### src/hw/polar_pkg.sv
// ----------------------------------------------------------
// Polar SIMD ALU shared definitions
// Lane and word types, clip limits, opcodes and pipe records
// ----------------------------------------------------------

`default_nettype none

package polar_pkg;

  // Lane geometry
  localparam int LANE_W    = 8;
  localparam int NUM_LANES = 4;
  localparam int WORD_W    = LANE_W * NUM_LANES;

  typedef logic [LANE_W-1:0] lane_t;
  typedef logic [LANE_W:0]   lane_sum_t;
  typedef logic [WORD_W-1:0] word_t;

  // Symmetric clip range for LLR arithmetic
  localparam lane_t SAT_MAX     = 8'h7F;
  localparam lane_t SAT_MIN     = 8'h81;
  localparam lane_t FROZEN_MARK = 8'h01;

  // Codes 6 and 7 are reserved
  typedef enum logic [2:0] {
    PL_F      = 3'd0,
    PL_ADDSAT = 3'd1,
    PL_SUBSAT = 3'd2,
    PL_DECODE = 3'd3,
    PL_R      = 3'd4,
    PL_EVAL   = 3'd5
  } polar_op_e;

  typedef struct packed {
    polar_op_e op;
    word_t     operand_a;
    word_t     operand_b;
  } polar_req_t;

  // Precomputed terms for one lane
  typedef struct packed {
    lane_t     mag_a;
    lane_t     mag_b;
    logic      sign_x;
    lane_sum_t sum;
    lane_sum_t diff;
  } lane_pre_t;

  typedef struct packed {
    polar_op_e                  op;
    word_t                      operand_a;
    word_t                      operand_b;
    lane_pre_t [NUM_LANES-1:0]  lanes;
  } polar_rec_t;

endpackage

`default_nettype wire

### src/hw/polar_operand_stage.sv
// ----------------------------------------------------------
// Polar ALU operand stage
// Registers requests with per-lane signs, magnitudes and sums
// ----------------------------------------------------------

`timescale 1ns/10ps
`default_nettype none

module polar_operand_stage (
  input  logic                   clk_i,
  input  logic                   rst_n_i,
  input  polar_pkg::polar_req_t  req_i,
  input  logic                   req_valid_i,
  output logic                   req_ready_o,
  output polar_pkg::polar_rec_t  rec_o,
  output logic                   rec_valid_o,
  input  logic                   rec_ready_i
);

  localparam int MSB = polar_pkg::LANE_W - 1;

  polar_pkg::polar_rec_t rec_d;
  logic                  req_fire;

  // Register is free when empty or being drained this cycle
  assign req_ready_o = ~rec_valid_o | rec_ready_i;
  assign req_fire    = req_valid_i & req_ready_o;

  // ------------------------------------------------------------
  // Per-lane precompute
  // ------------------------------------------------------------
  always_comb begin
    polar_pkg::lane_t a_l;
    polar_pkg::lane_t b_l;

    rec_d.op        = req_i.op;
    rec_d.operand_a = req_i.operand_a;
    rec_d.operand_b = req_i.operand_b;

    for (int l = 0; l < polar_pkg::NUM_LANES; l++) begin
      a_l = req_i.operand_a[l*polar_pkg::LANE_W +: polar_pkg::LANE_W];
      b_l = req_i.operand_b[l*polar_pkg::LANE_W +: polar_pkg::LANE_W];

      // Two's-complement negation, so -128 keeps magnitude 0x80
      rec_d.lanes[l].mag_a  = a_l[MSB] ? -a_l : a_l;
      rec_d.lanes[l].mag_b  = b_l[MSB] ? -b_l : b_l;
      rec_d.lanes[l].sign_x = a_l[MSB] ^ b_l[MSB];

      // Sign-extended to 9 bits so nothing wraps
      rec_d.lanes[l].sum  = polar_pkg::lane_sum_t'({a_l[MSB], a_l})
                          + polar_pkg::lane_sum_t'({b_l[MSB], b_l});
      rec_d.lanes[l].diff = polar_pkg::lane_sum_t'({a_l[MSB], a_l})
                          - polar_pkg::lane_sum_t'({b_l[MSB], b_l});
    end
  end

  // ------------------------------------------------------------
  // Pipeline register
  // ------------------------------------------------------------
  always_ff @(posedge clk_i) begin
    if (!rst_n_i) begin
      rec_valid_o <= 1'b0;
    end else if (req_ready_o) begin
      rec_valid_o <= req_valid_i;
    end
  end

  always_ff @(posedge clk_i) begin
    if (req_fire) begin
      rec_o <= rec_d;
    end
  end

endmodule

`default_nettype wire

### src/hw/polar_fifo.sv
// ----------------------------------------------------------
// Polar ALU record FIFO
// Circular buffer between operand and result stages
// ----------------------------------------------------------

`timescale 1ns/10ps
`default_nettype none

module polar_fifo #(
  parameter int unsigned DEPTH = 4
) (
  input  logic                   clk_i,
  input  logic                   rst_n_i,
  input  polar_pkg::polar_rec_t  push_i,
  input  logic                   push_valid_i,
  output logic                   push_ready_o,
  output polar_pkg::polar_rec_t  pop_o,
  output logic                   pop_valid_o,
  input  logic                   pop_ready_i
);

  localparam int PTR_W = $clog2(DEPTH);
  localparam int CNT_W = $clog2(DEPTH + 1);

  typedef logic [PTR_W-1:0] ptr_t;
  typedef logic [CNT_W-1:0] cnt_t;

  polar_pkg::polar_rec_t mem [DEPTH];

  ptr_t wr_ptr;
  ptr_t rd_ptr;
  cnt_t count;
  logic push_fire;
  logic pop_fire;

  // Full blocks pushes even when a pop happens in the same cycle
  assign push_ready_o = (count != cnt_t'(DEPTH));
  assign pop_valid_o  = (count != '0);
  assign push_fire    = push_valid_i & push_ready_o;
  assign pop_fire     = pop_ready_i & pop_valid_o;

  assign pop_o = mem[rd_ptr];

  always_ff @(posedge clk_i) begin
    if (push_fire) begin
      mem[wr_ptr] <= push_i;
    end
  end

  // ------------------------------------------------------------
  // Pointers and occupancy
  // ------------------------------------------------------------
  always_ff @(posedge clk_i) begin
    if (!rst_n_i) begin
      wr_ptr <= '0;
      rd_ptr <= '0;
      count  <= '0;
    end else begin
      // Explicit wrap so non power-of-two depths work
      if (push_fire) begin
        wr_ptr <= (wr_ptr == ptr_t'(DEPTH - 1)) ? '0 : wr_ptr + 1'b1;
      end
      if (pop_fire) begin
        rd_ptr <= (rd_ptr == ptr_t'(DEPTH - 1)) ? '0 : rd_ptr + 1'b1;
      end
      case ({push_fire, pop_fire})
        2'b10:   count <= count + 1'b1;
        2'b01:   count <= count - 1'b1;
        default: count <= count;
      endcase
    end
  end

endmodule

`default_nettype wire

### src/hw/polar_result_stage.sv
// ----------------------------------------------------------
// Polar ALU result stage
// Selects the lane results per opcode into the output register
// ----------------------------------------------------------

`timescale 1ns/10ps
`default_nettype none

module polar_result_stage (
  input  logic                   clk_i,
  input  logic                   rst_n_i,
  input  polar_pkg::polar_rec_t  rec_i,
  input  logic                   rec_valid_i,
  output logic                   rec_ready_o,
  output polar_pkg::word_t       result_o,
  output logic                   result_valid_o,
  input  logic                   result_ready_i
);

  localparam int MSB = polar_pkg::LANE_W - 1;

  polar_pkg::word_t result_d;
  logic             rec_fire;

  // Clip a 9-bit signed value to the symmetric LLR range
  function automatic polar_pkg::lane_t sat_lane(input polar_pkg::lane_sum_t v);
    polar_pkg::lane_t res;
    if ($signed(v) > $signed({1'b0, polar_pkg::SAT_MAX})) begin
      res = polar_pkg::SAT_MAX;
    end else if ($signed(v) < $signed({1'b1, polar_pkg::SAT_MIN})) begin
      res = polar_pkg::SAT_MIN;
    end else begin
      res = v[MSB:0];
    end
    return res;
  endfunction

  assign rec_ready_o = ~result_valid_o | result_ready_i;
  assign rec_fire    = rec_valid_i & rec_ready_o;

  // ------------------------------------------------------------
  // Per-lane result select
  // ------------------------------------------------------------
  always_comb begin
    polar_pkg::lane_t     a_l;
    polar_pkg::lane_t     b_low;
    polar_pkg::lane_t     min_mag;
    polar_pkg::lane_t     lane_res;
    polar_pkg::lane_pre_t pre;

    b_low    = rec_i.operand_b[MSB:0];
    result_d = '0;

    for (int l = 0; l < polar_pkg::NUM_LANES; l++) begin
      a_l     = rec_i.operand_a[l*polar_pkg::LANE_W +: polar_pkg::LANE_W];
      pre     = rec_i.lanes[l];
      min_mag = (pre.mag_a > pre.mag_b) ? pre.mag_b : pre.mag_a;

      case (rec_i.op)
        // Min-sum check node
        polar_pkg::PL_F:      lane_res = pre.sign_x ? -min_mag : min_mag;
        polar_pkg::PL_ADDSAT: lane_res = sat_lane(pre.sum);
        polar_pkg::PL_SUBSAT: lane_res = sat_lane(pre.diff);
        polar_pkg::PL_DECODE: lane_res = (b_low == '0) ? a_l : '0;
        // Hard decision, suppressed on frozen bits
        polar_pkg::PL_R: begin
          lane_res = (b_low == polar_pkg::FROZEN_MARK) ? '0
                   : polar_pkg::lane_t'(a_l[MSB]);
        end
        polar_pkg::PL_EVAL:   lane_res = (a_l == polar_pkg::lane_t'(1)) ? '1 : '0;
        default:              lane_res = '0;
      endcase

      result_d[l*polar_pkg::LANE_W +: polar_pkg::LANE_W] = lane_res;
    end
  end

  // ------------------------------------------------------------
  // Output register
  // ------------------------------------------------------------
  always_ff @(posedge clk_i) begin
    if (!rst_n_i) begin
      result_valid_o <= 1'b0;
    end else if (rec_ready_o) begin
      result_valid_o <= rec_valid_i;
    end
  end

  // Held while the sink stalls
  always_ff @(posedge clk_i) begin
    if (rec_fire) begin
      result_o <= result_d;
    end
  end

endmodule

`default_nettype wire

### src/hw/polar_alu_top.sv
// ----------------------------------------------------------
// Polar SIMD ALU top level
// Operand stage, record FIFO and result stage in a pipeline
// ----------------------------------------------------------

`timescale 1ns/10ps
`default_nettype none

module polar_alu_top #(
  parameter int unsigned FIFO_DEPTH = 4
) (
  input  logic                   clk_i,
  input  logic                   rst_n_i,
  input  polar_pkg::polar_req_t  req_i,
  input  logic                   req_valid_i,
  output logic                   req_ready_o,
  output polar_pkg::word_t       result_o,
  output logic                   result_valid_o,
  input  logic                   result_ready_i
);

  // Operand stage to FIFO
  polar_pkg::polar_rec_t stage_rec;
  logic                  stage_valid;
  logic                  stage_ready;

  // FIFO to result stage
  polar_pkg::polar_rec_t fifo_rec;
  logic                  fifo_valid;
  logic                  fifo_ready;

  polar_operand_stage u_operand_stage (
    .clk_i       (clk_i),
    .rst_n_i     (rst_n_i),
    .req_i       (req_i),
    .req_valid_i (req_valid_i),
    .req_ready_o (req_ready_o),
    .rec_o       (stage_rec),
    .rec_valid_o (stage_valid),
    .rec_ready_i (stage_ready)
  );

  polar_fifo #(
    .DEPTH (FIFO_DEPTH)
  ) u_fifo (
    .clk_i        (clk_i),
    .rst_n_i      (rst_n_i),
    .push_i       (stage_rec),
    .push_valid_i (stage_valid),
    .push_ready_o (stage_ready),
    .pop_o        (fifo_rec),
    .pop_valid_o  (fifo_valid),
    .pop_ready_i  (fifo_ready)
  );

  polar_result_stage u_result_stage (
    .clk_i          (clk_i),
    .rst_n_i        (rst_n_i),
    .rec_i          (fifo_rec),
    .rec_valid_i    (fifo_valid),
    .rec_ready_o    (fifo_ready),
    .result_o       (result_o),
    .result_valid_o (result_valid_o),
    .result_ready_i (result_ready_i)
  );

endmodule

`default_nettype wire

### config.mk
export PLATFORM = sky130hd
export DESIGN_NAME = polar_alu_top
export DESIGN_NICKNAME = d
export VERILOG_FILES = /design/src/hw/polar_pkg.sv /design/src/hw/polar_operand_stage.sv /design/src/hw/polar_fifo.sv /design/src/hw/polar_result_stage.sv /design/src/hw/polar_alu_top.sv
export SDC_FILE = /design/constraint.sdc
export NUM_CORES = 1
export LEC_CHECK = 0
export BUFFER_PORTS_ARGS = -buffer_cell sky130_fd_sc_hd__buf_2
export CORE_MARGIN = 2
export CORE_UTILIZATION = 40
export CTS_CLUSTER_DIAMETER = 40
export DETAILED_ROUTE_END_ITERATION = 10
export GPL_ROUTABILITY_DRIVEN = 0
export RECOVER_POWER = 25
export SETUP_SLACK_MARGIN = 0.1
export SYNTH_ARGS = -nofsm -noshare
export SYNTH_HDL_FRONTEND = slang
export SYNTH_SLANG_ARGS = --single-unit
### constraint.sdc
create_clock -name clk_i -period 20.4 [get_ports clk_i]
set_input_delay 3.06 -clock clk_i [delete_from_list [all_inputs] [get_ports clk_i]]
set_output_delay 3.06 -clock clk_i [all_outputs]
set_load 0.1 [all_outputs]
# Word-level counts from Yosys, hierarchy flattened
# Memories as Yosys holds them, arrays and structs flattened. A register that Yosys moved wholly into a read port is not among the register bits.
# Index checks and enable logic that the tools add are counted.
[totals]
register_bits = 248
latch_bits = 0
ram_bits = 828
rom_bits = 0
inputBits = 71
out_inout_bits = 34
wordCells = 167
n_memories = 1
[classes]
n_addsub = 24
multipliers = 0
div_mod_pow = 0
magnitude_cmp = 20
n_eq_ne = 15
shifts = 0
mux = 55
n_bitwise = 11
n_reduce_logical = 4
[memory_table]
columns = ["memory", "depth", "word_bits", "rd", "rd_clocked_by_memory_dff", "write_ports", "line", "text"]
rows = [
  ["u_fifo.mem", 4, 207, 1, 1, 1, "polar_fifo.sv:28", "polar_pkg::polar_rec_t mem [DEPTH];"],
]
[ops]
columns = ["op", "n"]
rows = [
  ["$mux W8", 32],
  ["$pmux W8 S6", 4],
  ["$neg A8 Y8", 12],
  ["$gt A9 B8 Y1 const B", 8],
  ["$lt A9 B8 Y1 const B", 8],
  ["$mux W7", 8],
  ["$eq A8 B1 Y1 const B", 5],
  ["$add A8 B8 Y9", 4],
  ["$sub A8 B8 Y9", 4],
  ["$gt A8 B8 Y1", 4],
  ["$logic_not A8 Y1", 1],
  ["$mux W2", 4],
  ["$eq A2 B2 Y1 const B", 3],
  ["$eq A3 B2 Y1 const B", 2],
  ["$eq A3 B3 Y1 const B", 2],
  ["$mux W1", 6],
  ["$pmux W3 S2", 1],
  ["$add A2 B1 Y2 const B", 2],
  ["$xor A1 B1 Y1", 4],
  ["$add A3 B1 Y3 const B", 1],
  ["$and A1 B1 Y1", 3],
  ["$eq A3 B1 Y1 const B", 1],
  ["$logic_not A3 Y1", 1],
  ["$ne A3 B3 Y1 const B", 1],
  ["other kinds (6)", 8],
]

# Logic depth before layout (Yosys ltp)
[depth]
word_depth = 5
depth_mapped = 22

# Hierarchy
# A second synthesis with hierarchy kept.
[unflattened]
cells_unflattened = 2506
hier_area_um2 = 44715.4
[modules_own_cells]
columns = ["mod", "instances", "cells_each", "area_each_um2"]
rows = [
  ["polar_fifo", 1, 1137, 30339.1],
  ["polar_operand_stage", 1, 748, 9723.1],
  ["polar_result_stage", 1, 621, 4653.2],
]

# Worst setup path before layout
# Ideal clock, no wire load.
[synth_path]
kind = "in2reg"
start = "input port req_valid_i"
end = "register u_operand_stage.rec_o[0] in the netlist's numbering (enable)"
setup_ns = 0.812
arrival_time_ns = 11.746
required_ns = 19.588
path_slack_ns = 7.842
cell_stages = 2
cell_sequence = "inv_1 > a31oi_1"
[synth_via]
elab_chain_len = 1
[synth_rtl]
columns = ["element", "line", "text"]
rows = [
  ["start: declaration", "polar_alu_top.sv:15", "input logic req_valid_i,"],
  ["$and A1 B1 Y1", "polar_operand_stage.sv:27", "assign req_fire = req_valid_i & req_ready_o;"],
  ["via u_operand_stage.req_fire", "polar_operand_stage.sv:23", "logic req_fire;"],
  ["end signal: assignment", "polar_operand_stage.sv:70", "rec_o <= rec_d;"],
  ["end: declaration", "polar_operand_stage.sv:15", "output polar_pkg::polar_rec_t rec_o,"],
]
# The timed path passes the listed nets, and every way through them passes these cells.
# A chain may end at the register's enable or synchronous reset.

==> qor.yml <==
outcome:
  run_status: "completed"
timing:
  timing.fmax_ghz: 0.180
  worst_setup_margin_ns: 14.85
  timing.final.hold_violations: 0
  setup_viol: 0
  finalCritPeriodShare: 0.272
  hold_ws_ns: 0.487
  worst-slew-pin-transition_ns: 1.07
  final_skew_ns: 0.0227
  final.min_clock_period_ns: 5.55
  final_max_slew_violation_count: 0
  slew-limit-headroom: 0.286
  setup_total_negative_slack_ns: 0
  grt_setup_unrepaired: "false"
global_route:
  number_of_antenna_violations_at_the_first_check_in_global_routing: 5
  globalRouteTotalUtil: 0.175
  global_route.overflow_total: 0
  grt_start_max_net_pins: 138
  number_of_global_route_vias_before_repair: 20882
  grt_pass1_wl_um: 131000
routing:
  detail_route.drc_violations: 0
  drt-initial-drc-count: 1630
  antenna_left: 0
  wire_per_inst_um: 23.2
  drt_pass_1_iters: 7
  postRouteWirelength_um: 87200
  vias: 20398
  vias_per_cell: 5.42
clock_tree:
  cts_resized: 0
  tritoncts_clock_tree: "done"
  worstSkewPairLatency_ns: 0.67
  cts_htree_levels: 3
  number_of_hold_buffers_added_after_cts: 0
  cts-root-buf: "sky130_fd_sc_hd__clkbuf_16"
  ctsLongestPathBuffers: 3
  clk_transition_reported_paths_ns: 0.06
  post_cts_setup_repair_bufs: 0
  cts_sinks: 913
  cts_buffers: 107
pwr:
  power.density_cell_area_mw_per_mm2: 133
  combinationalPowerShare: 0.276
  power.switching_fraction: 0.335
  p_leak_uw: 0.0151
  p_sw_uw: 1990
  internal_power_uw: 3950
  ir_drop_mv: 0.0724
  clkPwrFrac: 0.319
  power.sequential.fraction: 0.405
floorplan:
  design.portCount: 105
  overall_die_height_um: 316
  start_util: 0.403
  dieArea_sq_mm: 0.100
  fp.coreArea_sq_mm: 0.0967
  die_w_um: 316
  rows: 114
worst_setup_path:
  worst_path_dominant_cell_family: "compound AO/OA/AOI/OAI gates"
  startpoint_type: "register"
  critical_path_required_ns: 20.82
  critical_path_peak_fanout: 88
  crit_buf_inv: 3
  worstSetupEndpointType: "register"
  crit_arrival_ns: 5.98
  timing.critical_path.cells: "buf_4 > buf_12 > mux4_1 > inv_1 > ha_1 > nor2b_1 > o21ai_0 > a21boi_0 > o21ai_1 > mux2i_1 > ha_1 > a21boi_0 > o21ai_0 > a31o_1"
  slowest_delay_ns: 0.70
  path_class: "reg -> reg"
  crit_slowest_cell: "sky130_fd_sc_hd__mux4_1"
synth:
  synthDistinctLibCells: 83
  yosysWarningCount: 0
  synth_seq_cells: 913
  syn_nets: 2403
  synth_sequential_area_ratio: 0.700
  ys_async_sr_fraction: 0
  syn-cell-area_sq_mm: 0.0390
  yosys_most_used_dff: "sky130_fd_sc_hd__edfxtp_1"
  post_synth_inst_count: 2209
  synth_edf_count: 902
  post_synth.cell_area_avg_sq_um: 17.7
run:
  cap_violations: 0
finish:
  final_net_count: 2587
  area_added_between_synthesis_and_finish_pct: 14.4
  layout_common_cells: "sky130_fd_sc_hd__edfxtp_1 (902), sky130_fd_sc_hd__mux4_2 (133), sky130_fd_sc_hd__inv_1 (129)"
  antenna_cell_count: 0
  post-route-util: 0.461
  layout_commonest_cell: "sky130_fd_sc_hd__edfxtp_1"
  drive_gt1_frac: 0.195
  layout.cells.non_filler: 3763
  fill_cells: 8197
placed_design:
  io_buffer_count: 104
  placed_cells_incl_taps: 3560
  place_hpwl_um: 56100
  post-place-ws_ns: 14.74
min_path:
  worstHoldPathType: "reg -> reg"
-- cell type report --
class                   instances  area [sq um]  share of cell area
flip-flops and latches        913         27300               0.612
inverters                     131           492              0.0110
clock inverters                86           913              0.0205
well taps                    1276          1600              0.0358
repair buffers                129           733              0.0164
clock buffers                 117          2740              0.0614
multi-input cells            1111         10800               0.242
-- worst paths after layout --
kind / endpoint / from / slack [ns] / cells after the start
min: u_fifo.mem[0][61]$_DFFE_PP_ / u_operand_stage.rec_o[61]$_SDFFCE_PN0P_ / 0.49 / 0
min reg2reg: u_fifo.mem[0][61]$_DFFE_PP_ / u_operand_stage.rec_o[61]$_SDFFCE_PN0P_ / 0.49 / 0
max: u_result_stage.result_o[14]$_DFFE_PP_ / register / 14.85 / 14
max reg2reg: u_result_stage.result_o[14]$_DFFE_PP_ / register / 14.85 / 14
-- worst register-to-register path, stage by stage, from the launching register on --
cell,delay [ns]
sky130_fd_sc_hd__dfxtp_4,0.68
sky130_fd_sc_hd__buf_4,0.60
sky130_fd_sc_hd__buf_12,0.61
sky130_fd_sc_hd__mux4_1,0.79
sky130_fd_sc_hd__inv_1,0.09
sky130_fd_sc_hd__ha_1,0.24
sky130_fd_sc_hd__nor2b_1,0.13
sky130_fd_sc_hd__o21ai_0,0.21
sky130_fd_sc_hd__a21boi_0,0.19
sky130_fd_sc_hd__o21ai_1,0.58
sky130_fd_sc_hd__mux2i_1,0.33
sky130_fd_sc_hd__ha_1,0.21
sky130_fd_sc_hd__a21boi_0,0.26
sky130_fd_sc_hd__o21ai_0,0.14
sky130_fd_sc_hd__a31o_1,0.25
-- logic make-up (layout without fill, tap and decap cells) --
| kind of cell | after synthesis | after routing | synth area share |
|---|---|---|---|
| flops | 913 | 913 | 0.700 |
| simple gates | 354 | 354 | 0.0492 |
| compound gates | 330 | 330 | 0.0547 |
| mux | 202 | 202 | 0.108 |
| buf+inv | 185 | 463 | 0.0240 |
| fa+ha+maj | 123 | 123 | 0.0412 |
| xor+xnor | 102 | 102 | 0.0229 |
-- metal layers --
| metal | vias to the layer above | global-route usage | share of wire |
|---|---|---|---|
| met5 | - | 0 | 0.00015 |
| met4 | 2 | 0.0542 | 0.022 |
| met3 | 126 | 0.0256 | 0.048 |
| met2 | 596 | 0.295 | 0.50 |
| met1 | 10445 | 0.235 | 0.43 |
| li1 | 9229 | - | - |
-- power groups by stage --
stage	clock [uW]	sequential, uW	combinational [uW]
global route	2010	2420	1760
finish	1900	2410	1640
global placement	0	2440	1620
detailed placement	0	2450	1640
CTS	1940	2410	1650
floorplan	0	2630	1020
-- flip-flops by register name, summed over array words and instances (netlist names), named ones only --
signal,cells
u_fifo.wr_ptr,2
u_fifo.rd_ptr,2
u_fifo.count,3
u_result_stage.result_valid_o,1
u_operand_stage.rec_o,174
u_result_stage.result_o,32
u_fifo.mem,696
u_operand_stage.rec_valid_o,1
-- metrics by stage --
step,cell area (sq um),total power [uW]
CTS,44600,6000
finish,44600,5940
global placement,40900,4050
floorplan,39000,3650
detailed placement,40900,4090
global route,44600,6200
-- synthesized netlist by cell type, drive strengths merged (10+ instances only) --
master	n	area, sq um
or3	17	106
a21oi	77	393
edfxtp	902	27100
nand2	73	277
nand4	12	75.1
nor4	17	113
o21bai	12	90.1
buf	45	403
xnor2	85	744
a21boi	12	90.1
inv	131	492
nand2b	21	131
nand3	29	145
xor2	17	149
nor2b	24	150
a211oi	10	75.1
mux2	10	113
nor4b	10	93.8
o31ai	26	195
o21ai	107	536
o21a	10	75.1
ha	114	1430
o211ai	13	97.6
nor2	61	229
mux4	164	3810
dfxtp	11	220
nor3	36	201
mux2i	28	280
Note: power is estimated with default switching activity, not from simulation.
